### src/rtl/i2c_pkg.sv
// I2C master shared definitions
package i2c_pkg;

    // Bus timing in clk cycles
    localparam int QUARTER_CYCLES = 4;
    localparam int QC_W           = $clog2(QUARTER_CYCLES);

    // Longest tolerated wait for SCL to read high
    localparam int STALL_LIMIT    = 200;
    localparam int STALL_W        = $clog2(STALL_LIMIT + 1);

    // Commands understood by the bit engine
    typedef enum logic [1:0] {
        CMD_START,
        CMD_STOP,
        CMD_WRITE,
        CMD_READ
    } bit_cmd_t;

    // Transaction sequencer states
    typedef enum logic [2:0] {
        ST_IDLE,
        ST_START,
        ST_ADDR,
        ST_ADDR_ACK,
        ST_DATA,
        ST_DATA_ACK,
        ST_STOP,
        ST_RESP
    } txn_state_t;

endpackage

### src/rtl/i2c_txn_ctrl.sv
// I2C transaction sequencer
`timescale 1ns/10ps
module i2c_txn_ctrl import i2c_pkg::*; (
    input  logic       clk,
    input  logic       rst_n,
    input  logic       req_valid,
    input  logic [6:0] slave_addr,
    input  logic       rw,
    input  logic [7:0] write_data,
    input  logic       rsp_ready,
    input  logic       cmd_ready,
    input  logic       bit_done,
    input  logic       rx_bit,
    input  logic       bus_abort,
    output logic       req_ready,
    output logic       rsp_valid,
    output logic [7:0] read_data,
    output logic       nack,
    output logic       timeout_error,
    output logic       busy,
    output logic       cmd_valid,
    output bit_cmd_t   cmd,
    output logic       cmd_bit
);

    txn_state_t state;
    logic       in_flight;
    logic [2:0] bit_cnt;
    logic [7:0] addr_shift;
    logic [7:0] data_r;
    logic       rw_r;

    assign req_ready = state == ST_IDLE;
    assign rsp_valid = state == ST_RESP;
    assign busy      = state != ST_IDLE;
    assign cmd_valid = !in_flight && state != ST_IDLE && state != ST_RESP;

    // Command for the current state
    always_comb begin
        cmd     = CMD_START;
        cmd_bit = 1'b1;
        case (state)
            ST_ADDR: begin
                cmd     = CMD_WRITE;
                cmd_bit = addr_shift[7];
            end
            ST_ADDR_ACK: cmd = CMD_READ;
            ST_DATA: begin
                cmd     = rw_r ? CMD_READ : CMD_WRITE;
                cmd_bit = data_r[7];
            end
            // Master NACKs the single read byte
            ST_DATA_ACK: cmd = rw_r ? CMD_WRITE : CMD_READ;
            ST_STOP:     cmd = CMD_STOP;
            default:     cmd = CMD_START;
        endcase
    end

    always_ff @(posedge clk or negedge rst_n) begin
        if (!rst_n) begin
            state         <= ST_IDLE;
            in_flight     <= 1'b0;
            bit_cnt       <= 3'd0;
            read_data     <= 8'd0;
            nack          <= 1'b0;
            timeout_error <= 1'b0;
        end else if (bus_abort && in_flight) begin
            // Stalled bus, engine has already released the lines
            state         <= ST_RESP;
            in_flight     <= 1'b0;
            timeout_error <= 1'b1;
        end else begin
            if (bit_done) begin
                in_flight <= 1'b0;
            end else if (cmd_valid && cmd_ready) begin
                in_flight <= 1'b1;
            end
            case (state)
                ST_IDLE: begin
                    if (req_valid) begin
                        state         <= ST_START;
                        bit_cnt       <= 3'd0;
                        read_data     <= 8'd0;
                        nack          <= 1'b0;
                        timeout_error <= 1'b0;
                    end
                end
                ST_START: begin
                    if (bit_done) begin
                        state <= ST_ADDR;
                    end
                end
                ST_ADDR: begin
                    if (bit_done) begin
                        bit_cnt <= bit_cnt + 3'd1;
                        if (bit_cnt == 3'd7) begin
                            state <= ST_ADDR_ACK;
                        end
                    end
                end
                ST_ADDR_ACK: begin
                    if (bit_done) begin
                        if (rx_bit) begin
                            nack  <= 1'b1;
                            state <= ST_STOP;
                        end else begin
                            state <= ST_DATA;
                        end
                    end
                end
                ST_DATA: begin
                    if (bit_done) begin
                        bit_cnt <= bit_cnt + 3'd1;
                        if (bit_cnt == 3'd7) begin
                            state <= ST_DATA_ACK;
                        end
                    end
                end
                ST_DATA_ACK: begin
                    if (bit_done) begin
                        if (rw_r) begin
                            read_data <= data_r;
                        end else begin
                            nack <= rx_bit;
                        end
                        state <= ST_STOP;
                    end
                end
                ST_STOP: begin
                    if (bit_done) begin
                        state <= ST_RESP;
                    end
                end
                ST_RESP: begin
                    if (rsp_ready) begin
                        state <= ST_IDLE;
                    end
                end
                default: state <= ST_IDLE;
            endcase
        end
    end

    // Byte shifters, MSB first in both directions
    always_ff @(posedge clk) begin
        if (req_valid && req_ready) begin
            addr_shift <= {slave_addr, rw};
            data_r     <= write_data;
            rw_r       <= rw;
        end else if (bit_done) begin
            if (state == ST_ADDR) begin
                addr_shift <= {addr_shift[6:0], 1'b0};
            end
            if (state == ST_DATA) begin
                data_r <= {data_r[6:0], rx_bit};
            end
        end
    end

    // New command only toward an idle engine
    a_cmd_to_idle_engine: assert property (
        @(posedge clk) disable iff (!rst_n) $rose(cmd_valid) |-> cmd_ready);

    a_rsp_stable: assert property (
        @(posedge clk) disable iff (!rst_n)
            rsp_valid && !rsp_ready |=> rsp_valid && $stable(read_data)
                && $stable(nack) && $stable(timeout_error));

endmodule

### config.mk
export PLATFORM = sky130hd
export DESIGN_NAME = i2c_txn_ctrl
export DESIGN_NICKNAME = d
export VERILOG_FILES = /design/src/rtl/i2c_pkg.sv /design/src/rtl/i2c_txn_ctrl.sv
export SDC_FILE = /design/constraint.sdc
export NUM_CORES = 1
export LEC_CHECK = 0
export ABC_CLOCK_PERIOD_IN_PS = 4150
export BUFFER_PORTS_ARGS = -buffer_cell sky130_fd_sc_hd__buf_4
export CAP_MARGIN = 20
export CORE_UTILIZATION = 40
export CTS_CLUSTER_DIAMETER = 60
export CTS_CLUSTER_SIZE = 28
export DETAILED_ROUTE_END_ITERATION = 10
export SYNTH_ARGS = -nofsm -noshare
export SYNTH_HDL_FRONTEND = slang
export SYNTH_SLANG_ARGS = --single-unit
### constraint.sdc
create_clock -name clk -period 4.15 [get_ports clk]
set_clock_uncertainty 0.05 [all_clocks]
set_input_delay 0 -clock clk [delete_from_list [all_inputs] [get_ports clk]]
set_output_delay 0 -clock clk [all_outputs]
set_load 0.02 [all_outputs]
==> Implementation_results.wiki, run 1 <==
{| class="wikitable"
! Metric !! Value
|-
| Portion of the post-synthesis area used by sequential elements || 0.542
|-
| Clock tree from TritonCTS || done
|-
| Buffer levels on the longest clock path || 2
|-
| Depth of the CTS H-tree || 2
|-
| Post-synth EDFFs || 17
|-
| Wire length on met3 || 159 um
|-
| Cell area after placement || 2030 um^2
|-
| Tightest slew margin relative to the limit || 0.497
|-
| CP delay by family, top || buffers and inverters
|-
| Run status || completed
|-
| Worst endpoint data arrival time || 2350 ps
|-
| Routed length on met1 || 1690 um
|-
| Final non-filler cell total || 248
|-
| Most common flop cell mapped by yosys || sky130_fd_sc_hd__edfxtp_1
|-
| Cell Count Post-Placement || 219
|-
| CTS sink count || 34
|-
| Post-CTS setup repair buffer count || 0
|-
| Post-synthesis mux area share || 0.140
|-
| Via density || 5.34
|-
| Fmax || 447 MHz
|-
| Largest family of logic cells by synthesized area || multiplexers
|-
| Cell count after synthesis || 138
|-
| Total wire length after detailed routing || 3670 um
|-
| Count of boundary I/O pins || 41
|-
| Site Rows || 23
|-
| Max Slew Vio Count || 0
|-
| R2R depth || 6
|-
| Most instantiated cells after synthesis || 17 x sky130_fd_sc_hd__dfrtp_1, 17 x sky130_fd_sc_hd__edfxtp_1, 17 x sky130_fd_sc_hd__mux2_2, 9 x sky130_fd_sc_hd__a22o_1, 8 x sky130_fd_sc_hd__nand2_1
|-
| Category of the worst setup path launch point || register
|-
| Total Power || 1.43 mW
|-
| Overall die height || 67.7 um
|-
| Clk root buf || sky130_fd_sc_hd__clkbuf_8
|-
| ANT nets after route || 0
|-
| Capturing element type of the critical path || register
|-
| Count of endpoints failing hold in the final timing report || 0
|-
| Cell type with the largest total area after synthesis || sky130_fd_sc_hd__edfxtp_1
|-
| Setup Crit Path Kind || reg -> reg
|-
| Actual slew at the worst max-slew pin || 754 ps
|-
| Total clock buffers created by CTS || 5
|-
| Final HPWL DP || 2560 um
|-
| Syn nets || 164
|-
| Peak supply drop || 0.000281 V
|-
| Pwr Density || 616 nW/um^2
|-
| Length of routed met2 wiring || 1750 um
|-
| Cell depth of the worst setup path || 6
|-
| Vias in the first global route || 1289
|-
| Final design area excluding fillers || 2330 um^2
|-
| Setup repair after global routing missed its margin || no
|-
| Top routing layer used || met4
|-
| Maximum cell stage delay along the critical path || 620 ps
|-
| Die width || 67.7 um
|-
| Cell area after technology mapping || 1730 um^2
|-
| Number of input and output port buffers inserted || 40
|-
| Setup TNS || 0 ps
|-
| Leakage || 0.995 nW
|-
| DRC violations left || 0
|-
| Count of final setup violators || 0
|-
| Post-synthesis cell type count || 40
|-
| Adder-cell area share of the yosys netlist || 0.0261
|-
| Slowest CP cell || sky130_fd_sc_hd__dfrtp_1
|-
| Overall track demand over capacity in global routing || 0.183
|-
| Number of antenna violations at the first check in global routing || 0
|-
| Flip-flop and latch count after synthesis || 34
|-
| Path type of the worst min-delay path || in -> reg
|-
| Placeable core region || 4060 um^2
|-
| Initial DRC count || 64
|-
| Critical path, cell by cell || or3_1 -> inv_1 -> nor3_1 -> a21oi_1 -> nor2_1 -> dlygate4sd3_1
|-
| Worst EP required || 4270 ps
|-
| Effective utilization at floorplan || 0.425
|-
| Post-Syn Area per Cell || 12.5 um^2
|-
| Synth-to-layout area growth || 35.0%
|-
| Crit path buffers/inverters || 2
|-
| Final worst-path cycle share || 0.539
|-
| Number of cells on the worst hold path || 2
|-
| Detailed-route via count || 1324
|-
| Area fraction in and, or, nand and nor cells after synthesis || 0.123
|-
| Detailed-router iteration count before antenna repair || 4
|-
| Portion of synthesized cell area occupied by the leading cell type || 0.296
|-
| First-pass GRT wire length || 5900 um
|-
| Clock slew at the register clock pins of the worst setup and hold paths || 60 ps
|-
| Maximum capacitance violations || 0
|-
| Area enclosed by the die boundary || 4580 um^2
|-
| Clock latency on the worst-skew pair || 290 ps
|-
| Placer congestion estimate || 0.738
|-
| Total congestion overflow after global routing || 0
|-
| Pin count of the biggest net entering global routing || 21
|-
| Ys async rst share || 0.500
|-
| Detailed-route wire length per cell || 14.8 um
|-
| Number of warnings issued by yosys || 0
|-
| Antenna diode count || 0
|-
| Crit-path max FO || 20
|-
| Post-synthesis compound-gate area fraction || 0.112
|-
| Min Clock Period, post-route || 2240 ps
|-
| Top post-synthesis cells by area || sky130_fd_sc_hd__edfxtp_1 30%, sky130_fd_sc_hd__dfrtp_1 25%, sky130_fd_sc_hd__mux2_2 11%, sky130_fd_sc_hd__a22o_1 4.6%, sky130_fd_sc_hd__mux2i_1 2.9%
|-
| XOR/XNOR share of the synthesized area || 0.0102
|-
| Share of final-layout standard cells stronger than drive strength 1 || 0.348
|-
| Final nets || 223
|}
-- per-layer routing --
metal  vias to the layer above  GRT usage
met5                         -          0
met4                         0     0.0798
li1                        620          -
met1                       653      0.218
met2                        42      0.303
met3                         9     0.0524
-- path summary, 6_finish.rpt --
kind | start | end | slack [ps]
worst max-delay path | state[1] | in_flight | 1910
worst min-delay path | rx_bit | data_r[0] | 20
worst max register to register | state[1] | in_flight | 1910
worst min register to register | data_r[2] | read_data[2] | 460
max in group asynchronous | rst_n | read_data[2] | 3770
min in group asynchronous | rst_n | read_data[4] | 80
-- timing repair --
| item | 4_1_cts | 5_1_grt |
|---|---|---|
| hold buffers | 20 | 0 |
| resized for setup | 0 | 0 |
| endpoints found under the hold margin | 36 | 0 |
-- layout make-up --
cell class	count	area, um^2
tap	50	62.6
sequential	34	936
multi-input combinational	89	709
fill	352	1730
timing repair buffer	61	508
clock buffer	8	90.1
inverter	6	22.5
-- sequential cells by signal, indices dropped and copies added (netlist names) --
name / cells
nack: 1
in_flight: 1
addr_shift: 8
bit_cnt: 3
state: 3
data_r: 8
rw_r: 1
read_data: 8
timeout_error: 1
-- where the power goes --
| group | internal (mW) | total, mW | switching [mW] |
|---|---|---|---|
| Sequential | 0.463 | 0.587 | 0.124 |
| Combinational | 0.298 | 0.596 | 0.299 |
| Clock | 0.135 | 0.250 | 0.115 |
-- cells by family (layout without fill, tap and decap cells) --
kind of cell	Yosys count	in the layout
muxes	22	22
AOI/OAI and AO/OA	27	27
buffers and inverters	15	75
DFF	34	34
and+or+nand+nor	34	34
adders and majority gates	4	4
xor gates and xnor gates	2	2
-- through the flow --
step                      worst slack (ps)   util  hold WS, ps
after global placement                2040  0.500         -174
after detailed placement              1920  0.500         -168
after CTS                             1900  0.572         12.7
after floorplan                       2280      -         -346
final                                 1910  0.574         17.0
after global routing                  1760  0.574         23.0
-- layout by cell type (no fill, tap or decap), types with 5 or more instances in the layout --
cell / n
sky130_fd_sc_hd__dfrtp_1: 17
sky130_fd_sc_hd__inv_1: 6
sky130_fd_sc_hd__buf_4: 40
sky130_fd_sc_hd__dlygate4sd3_1: 20
sky130_fd_sc_hd__a21oi_1: 5
sky130_fd_sc_hd__a22o_1: 9
sky130_fd_sc_hd__edfxtp_1: 17
sky130_fd_sc_hd__mux2i_1: 5
sky130_fd_sc_hd__mux2_2: 17
sky130_fd_sc_hd__nand2_1: 8
sky130_fd_sc_hd__clkbuf_8: 6
(Power assumes the default switching activity.)
==> run 2, diff against run 1 <==
Settings changed: ABC_AREA set to 1, ABC_CLOCK_PERIOD_IN_PS 4150 to 1800.
Clock period 4.15 ns to 1.8 ns, I/O delays scaled along.
==> run 2 against run 1 <==
- via count is 21% higher
- synthesized area is 6.6% higher
- critical path depth stayed put
- routed wire length is 10% higher
- synthesized cell count is 59% higher
- setup slack worse by 1800 ps
- non-clock buffer count is 5 higher
- sequential share of layout area is 2.3 points lower
- combinational power grew to 3.1 times the previous value
- count of clock-buffer cells in the layout is 2 lower
- final cell count is 37% higher
- highest routed layer unchanged
==> Implementation_results.wiki, run 2 <==
{| class="wikitable"
! Metric !! Value
|-
| Run status || completed
|-
| Worst slack, placed || 161 ps (-1760 ps)
|-
| Setup repair after global routing missed its margin || no
|-
| Capturing element type of the critical path || primary output
|-
| Internal || 2.10 mW (+130%)
|-
| Clock latency on the worst-skew pair || 270 ps (-20 ps)
|-
| Actual slew at the worst max-slew pin || 486 ps (-268 ps)
|-
| Total wire length after detailed routing || 4040 um (+10%)
|-
| Cell count after synthesis || 220 (+59%)
|-
| Critical path, cell by cell || inv_2 -> nand3_1 -> nand2_2 -> inv_1 -> nand3_1 -> buf_4
|-
| First-pass GRT wire length || 6890 um (+17%)
|-
| Total congestion overflow after global routing || 0 (unchanged)
|-
| Clk root buf || sky130_fd_sc_hd__clkbuf_8
|-
| Min-Delay Endpoint || in_flight
|-
| Number of input and output port buffers inserted || 40 (unchanged)
|-
| Total clock buffers created by CTS || 5 (unchanged)
|-
| Cell area after placement || 2200 um^2 (+8.2%)
|-
| Effective utilization at floorplan || 0.420 (-0.00570)
|-
| Initial DRC count || 112 (+75%)
|-
| Detailed-route wire length per cell || 11.9 um (-20%)
|-
| Path type of the worst min-delay path || in -> reg
|-
| DRC violations left || 0 (unchanged)
|-
| Tightest slew margin relative to the limit || 0.676 (+0.178)
|-
| Crit path buffers/inverters || 3 (+1)
|-
| Top post-synthesis cells by area || sky130_fd_sc_hd__edfxtp_1 28%, sky130_fd_sc_hd__dfrtp_1 23%, sky130_fd_sc_hd__nand2_1 21%, sky130_fd_sc_hd__nand3_1 5.7%, sky130_fd_sc_hd__inv_1 2.7%
|-
| Number of antenna violations at the first check in global routing || 0 (unchanged)
|-
| FF-to-FF End || addr_shift[5]
|-
| Most frequently used cell type in the post-synthesis netlist || sky130_fd_sc_hd__nand2_1
|-
| Leakage || 1.28 nW (+28%)
|-
| Share of final-layout standard cells stronger than drive strength 1 || 0.240 (-0.109)
|-
| CTS-repair resized insts || 0 (unchanged)
|-
| Number of cells on the worst hold path || 3 (+1)
|-
| Power share of the combinational group || 0.499 (+0.083)
|-
| Worst EP required || 1750 ps (-2520 ps)
|-
| Clock slew at the register clock pins of the worst setup and hold paths || 60 ps (about the same)
|-
| Reg-to-reg setup timing slack || 170 ps (-1740 ps)
|-
| Peak supply drop || 0.000635 V (+130%)
|-
| Hold_sp || bit_done
|-
| CTS sink count || 34 (unchanged)
|-
| Area enclosed by the die boundary || 4870 um^2 (+6.4%)
|-
| Min Clock Period, post-route || 1670 ps
|-
| Most frequent cell on the critical path || sky130_fd_sc_hd__nand3_1
|-
| Final nets || 313 (+40%)
|-
| Number of warnings issued by yosys || 0 (unchanged)
|-
| ANT nets after route || 0 (unchanged)
|-
| Most utilized layer in the global route result || met2
|-
| Sw power || 1.64 mW (+200%)
|-
| Post-synth EDFFs || 17 (unchanged)
|-
| Category of the worst setup path launch point || register
|-
| Cell area after technology mapping || 1840 um^2 (+6.6%)
|-
| Maximum capacitance violations || 0 (unchanged)
|-
| Via density || 4.71 (-12%)
|-
| Synth-to-layout area growth || 34.2%
|-
| Detailed-router iteration count before antenna repair || 5 (+1)
|-
| Crit-path max FO || 10 (-50%)
|-
| Pwr Density || 1510 nW/um^2 (+150%)
|-
| Origin of the critical flop-to-flop path || state[1]
|-
| Fmax || 598 MHz
|-
| Worst-case setup margin in the final layout || 127 ps (-1790 ps)
|-
| Syn nets || 246 (+50%)
|-
| Share of power burned in registers || 0.363 (-0.046)
|-
| Registers with the highest flip-flop counts || addr_shift (8), data_r (8), read_data (8)
|-
| Post-synthesis cell type count || 25 (-38%)
|-
| Core occupancy in the finished layout || 0.563 (-0.0108)
|-
| Overall track demand over capacity in global routing || 0.180 (-0.00235)
|-
| Vias in the first global route || 1495 (+16%)
|-
| Portion of the post-synthesis area used by sequential elements || 0.509 (-0.0336)
|-
| Top library cells by usage in the layout, fill and taps aside || 103 x sky130_fd_sc_hd__nand2_1, 47 x sky130_fd_sc_hd__buf_4, 21 x sky130_fd_sc_hd__nand3_1
|-
| Placeable core region || 4380 um^2 (+8.0%)
|-
| Site Rows || 24 (+4.3%)
|-
| Final HPWL DP || 2920 um (+14%)
|-
| Max Slew Vio Count || 0 (unchanged)
|-
| Clock Power Share || 0.137 (-0.037)
|-
| Post-Syn Area per Cell || 8.36 um^2 (-33%)
|-
| Pin count of the biggest net entering global routing || 18 (-14%)
|-
| Maximum cell stage delay along the critical path || 640 ps (+20 ps)
|-
| Count of endpoints failing hold in the final timing report || 0 (unchanged)
|-
| Final worst-path cycle share || 0.929
|-
| Final design area excluding fillers || 2470 um^2 (+6.0%)
|-
| Buffer levels on the longest clock path || 2 (unchanged)
|-
| Placer congestion estimate || 0.903 (+22%)
|-
| Worst endpoint data arrival time || 1620 ps (-730 ps)
|-
| Count of final setup violators || 0 (unchanged)
|-
| Clock tree from TritonCTS || done
|-
| Met1 Usage GRT || 0.251 (+0.0325)
|-
| Detailed-route via count || 1600 (+21%)
|-
| Worst hold slack || 36.9 ps (+20.0 ps)
|-
| Flip-flop and latch count after synthesis || 34 (unchanged)
|-
| Met3 Usage GRT || 0.0465 (-0.00585)
|-
| Die width || 69.8 um (+3.2%)
|-
| Cell type with the largest total area after synthesis || sky130_fd_sc_hd__edfxtp_1
|-
| Most common flop cell mapped by yosys || sky130_fd_sc_hd__edfxtp_1
|-
| Slowest CP cell || sky130_fd_sc_hd__dfrtp_1
|-
| Most common cell after layout, fill and taps aside || sky130_fd_sc_hd__nand2_1
|-
| Depth of the CTS H-tree || 2 (unchanged)
|-
| Met2 Track Usage GR || 0.281 (-0.0222)
|-
| Overall die height || 69.8 um (+3.2%)
|-
| R2R depth || 6 (unchanged)
|-
| Most instantiated cells after synthesis || 103 x sky130_fd_sc_hd__nand2_1, 21 x sky130_fd_sc_hd__nand3_1, 17 x sky130_fd_sc_hd__dfrtp_1, 17 x sky130_fd_sc_hd__edfxtp_1, 13 x sky130_fd_sc_hd__inv_1
|-
| Portion of synthesized cell area occupied by the leading cell type || 0.278 (-0.0183)
|-
| Switching part of the total || 0.439 (+0.0638)
|-
| Count of boundary I/O pins || 41 (unchanged)
|-
| Setup Crit Path Kind || reg -> out
|-
| CP delay by family, top || flip-flops
|-
| Antenna diode count || 0 (unchanged)
|-
| Ys async rst share || 0.500 (unchanged)
|}
-- run 2: cell type report --
class	instances	area (um^2)
Clock inverter	2	8.76
Timing Repair Buffer	66	543
Fill cell	413	1920
Multi-Input combinational cell	163	772
Inverter	17	71.3
Sequential cell	34	936
Tap cell	52	65.1
Clock buffer	6	72.6
-- run 2: through the flow --
| step | setup TNS, ps | power, mW | cells |
|---|---|---|---|
| floorplan | -26.0 | 2.63 | 220 |
| global placement | 0 | 3.21 | 313 |
| detailed placement | 0 | 3.21 | 313 |
| CTS | 0 | 3.78 | 340 |
| global route | 0 | 4.05 | 340 |
| finish | 0 | 3.73 | 340 |
-- run 2: logic make-up (layout without fill, tap and decap cells) --
logic type | Yosys count | in the layout | share of synthesized area
compound gates | 10 | 10 | 0.0299
fa+ha+maj | 2 | 2 | 0.0136
buf+inv | 23 | 91 | 0.0714
flops | 34 | 34 | 0.509
simple gates | 151 | 151 | 0.376
-- run 2: worst min-delay path, delay by kind of cell --
kind | cells | cell delay, ps
buf+inv | 1 | 130
compound gates | 2 | 180
-- run 2: power groups by stage --
stage	logic [mW]	registers, mW	clock network, mW
after floorplan	1.32	1.31	0
after global placement	1.84	1.37	0
after detailed placement	1.84	1.37	0
after CTS	1.89	1.36	0.538
after global routing	2.09	1.38	0.572
final	1.86	1.36	0.513
-- run 2: worst max-delay path by stage --
stage	start	to	slack, ps	cells after the start
6_report	state[0]	cmd[1]	130	6
5_1_grt	state[0]	cmd[1]	40	6
3_3_place_gp	state[0]	state[0]	160	8
2_1_floorplan	state[1]	addr_shift[0]	-2	7
4_1_cts	state[0]	cmd[1]	120	6
3_5_place_dp	state[1]	data_r[3]	160	6
-- run 2: timing repair --
item | CTS | global route
hold buffers | 19 | 0
endpoints found under the hold margin | 35 | 0
setup buffers | 0 | 0
-- run 2: metal layers --
metal	part of all wire	up-vias	wire length, um
met1	0.48	715	1940
li1	-	845	-
met5	0	-	0
met2	0.46	38	1860
met3	0.052	2	211
met4	0.0062	0	25
==> run 3, diff against run 2 <==
Settings changed: CORE_MARGIN set to 4.
==> run 3 against run 2 <==
- sequential cell count stayed put
- final area is 0.46% higher
- count of clock-buffer cells in the layout is 2 higher
- critical endpoint unchanged
- largest cell class unchanged
- largest power group unchanged
==> Implementation_results.wiki, run 3 (synthesis gave the netlist of run 2 again) <==
{| class="wikitable"
! Metric !! Value
|-
| Detailed-route wire length per cell || 11.7 um (-1.3%)
|-
| Clk root buf || sky130_fd_sc_hd__clkbuf_8
|-
| Overall die height || 75.8 um (+8.6%)
|-
| Total wire length after detailed routing || 3990 um (-1.3%)
|-
| Total congestion overflow after global routing || 0 (unchanged)
|-
| Vias in the first global route || 1524 (+1.9%)
|-
| Number of antenna violations at the first check in global routing || 0 (unchanged)
|-
| Placer congestion estimate || 0.839 (-7.0%)
|-
| Cell Count Post-Placement || 313 (unchanged)
|-
| Initial DRC count || 124 (+11%)
|-
| Maximum capacitance violations || 0 (unchanged)
|-
| Worst hold slack || 3.89 ps (-33.0 ps)
|-
| ANT nets after route || 0 (unchanged)
|-
| Crit-path max FO || 10 (unchanged)
|-
| Path type of the worst min-delay path || in -> reg
|-
| Final non-filler cell total || 340 (unchanged)
|-
| Critical path, cell by cell || nor2_8 -> nand2_1 -> nand2_2 -> inv_1 -> nand3_1 -> buf_4
|-
| Capturing element type of the critical path || primary output
|-
| Min Clock Period, post-route || 1640 ps (-28.3 ps)
|-
| Number of input and output port buffers inserted || 40 (unchanged)
|-
| Total clock buffers created by CTS || 5 (unchanged)
|-
| Setup Crit Path Kind || reg -> out
|-
| Synth-to-layout area growth || 34.8%
|-
| Worst EP required || 1750 ps (about the same)
|-
| Final HPWL DP || 2960 um (+1.3%)
|-
| First-pass GRT wire length || 6980 um (+1.2%)
|-
| Pin count of the biggest net entering global routing || 18 (unchanged)
|-
| Site Rows || 24 (unchanged)
|-
| Clock slew at the register clock pins of the worst setup and hold paths || 70 ps (about the same)
|-
| Area enclosed by the die boundary || 5750 um^2 (+18%)
|-
| Setup TNS || 0 ps (unchanged)
|-
| Final worst-path cycle share || 0.914 (-0.0157)
|-
| Overall track demand over capacity in global routing || 0.162 (-0.0182)
|-
| Depth of the CTS H-tree || 2 (unchanged)
|-
| Clock tree from TritonCTS || done
|-
| Top library cells by usage in the layout, fill and taps aside || 103 x sky130_fd_sc_hd__nand2_1, 47 x sky130_fd_sc_hd__buf_4, 21 x sky130_fd_sc_hd__nand3_1
|-
| Die width || 75.8 um (+8.6%)
|-
| Worst endpoint data arrival time || 1590 ps (-30 ps)
|-
| Registers with the highest flip-flop counts || addr_shift (8), data_r (8), read_data (8)
|-
| Leakage || 1.28 nW (about the same)
|-
| Count of final setup violators || 0 (unchanged)
|-
| Most common cell after layout, fill and taps aside || sky130_fd_sc_hd__nand2_1
|-
| Category of the worst setup path launch point || register
|-
| Total Power || 3.78 mW (+1.4%)
|-
| Setup repair after global routing missed its margin || no
|-
| CTS sink count || 34 (unchanged)
|-
| Final nets || 313 (unchanged)
|-
| Post-CTS setup repair buffer count || 0 (unchanged)
|-
| Run status || completed
|-
| Pwr Density || 1530 nW/um^2 (+0.89%)
|-
| Detailed-route via count || 1579 (-1.3%)
|-
| Maximum cell stage delay along the critical path || 530 ps (-110 ps)
|-
| Fmax || 608 MHz (+1.7%)
|-
| CP delay by family, top || simple AND/OR/NAND/NOR gates
|-
| Antenna diode count || 0 (unchanged)
|-
| Peak supply drop || 0.000585 V (-7.9%)
|-
| Share of final-layout standard cells stronger than drive strength 1 || 0.247 (+0.00694)
|-
| Detailed-router iteration count before antenna repair || 4 (-1)
|-
| Effective utilization at floorplan || 0.417 (-0.00285)
|-
| Count of boundary I/O pins || 41 (unchanged)
|-
| Slowest CP cell || sky130_fd_sc_hd__dfrtp_1
|-
| Count of endpoints failing hold in the final timing report || 0 (unchanged)
|-
| Clock latency on the worst-skew pair || 280 ps (about the same)
|-
| Buffer levels on the longest clock path || 2 (unchanged)
|-
| Max Slew Vio Count || 0 (unchanged)
|-
| Core occupancy in the finished layout || 0.562 (-0.00128)
|-
| Actual slew at the worst max-slew pin || 423 ps (-62.9 ps)
|-
| Via density || 4.64 (-1.3%)
|-
| Crit path buffers/inverters || 2 (-1)
|-
| Placeable core region || 4410 um^2 (+0.68%)
|-
| DRC violations left || 0 (unchanged)
|-
| Tightest slew margin relative to the limit || 0.718 (+0.0419)
|}
[run 3: cell count changes in the layout (fill, tap and decap cells not counted)]
| cell | delta |
|---|---|
| sky130_fd_sc_hd__dfrtp_1 | -2 |
| sky130_fd_sc_hd__dfrtp_2 | +2 |
| sky130_fd_sc_hd__clkbuf_1 | +1 |
| sky130_fd_sc_hd__clkbuf_8 | +1 |
| sky130_fd_sc_hd__clkinv_1 | -1 |
| sky130_fd_sc_hd__clkinv_2 | -1 |
[run 3: cell type report]
cell class                      count  area [um^2]
Inverter                           17         71.3
Tap cell                           52         65.1
Timing Repair Buffer               66          543
Sequential cell                    34          938
Fill cell                         408         1930
Multi-Input combinational cell    163          772
Clock buffer                        8         90.1
[run 3: final timing paths]
kind	startpoint	endpoint	slack, ps	depth (start not counted)
max	state[1]	cmd[1]	160	6
min	bit_done	in_flight	4	3
max reg2reg	state[1]	data_r[6]	210	6
min reg2reg	read_data[3]	read_data[3]	430	2
max in group asynchronous	rst_n	state[0]	1430	2
min in group asynchronous	rst_n	state[2]	70	2
[run 3: what timing repair did]
action | CTS | global route
endpoints found under the hold margin | 35 | 0
hold buffers | 19 | 0
setup endpoints to repair | 0 | 1
resized for setup | 0 | 2
[run 3: power by group]
part | total (mW) | internal (mW) | switching [mW]
Combinational | 1.85 | 0.717 | 1.13
Clock | 0.581 | 0.312 | 0.269
Sequential | 1.35 | 1.12 | 0.234
Total | 3.78 | 2.15 | 1.64
[run 3: worst reg2reg max path, delay by kind of cell, from the launching register on]
kind                   cells  cell delay [ps]
AOI/OAI and AO/OA          1               70
and+or+nand+nor            3              410
buffers and inverters      2              240
DFF                        1              530
[run 3: metal layers]
layer	vias to the layer above	GRT usage	routed length (um)
met3	6	0.0356	216
met4	0	0.0524	57
met1	694	0.228	1900
met2	35	0.248	1810
li1	844	-	-
met5	-	0	0
[run 3: per-stage QoR]
stage / cell area (um^2) / worst slack, ps
floorplan: 1840 / -1.62
global placement: 2200 / 215
detailed placement: 2200 / 214
CTS: 2480 / 82.3
global route: 2480 / 10.1
finish: 2480 / 155
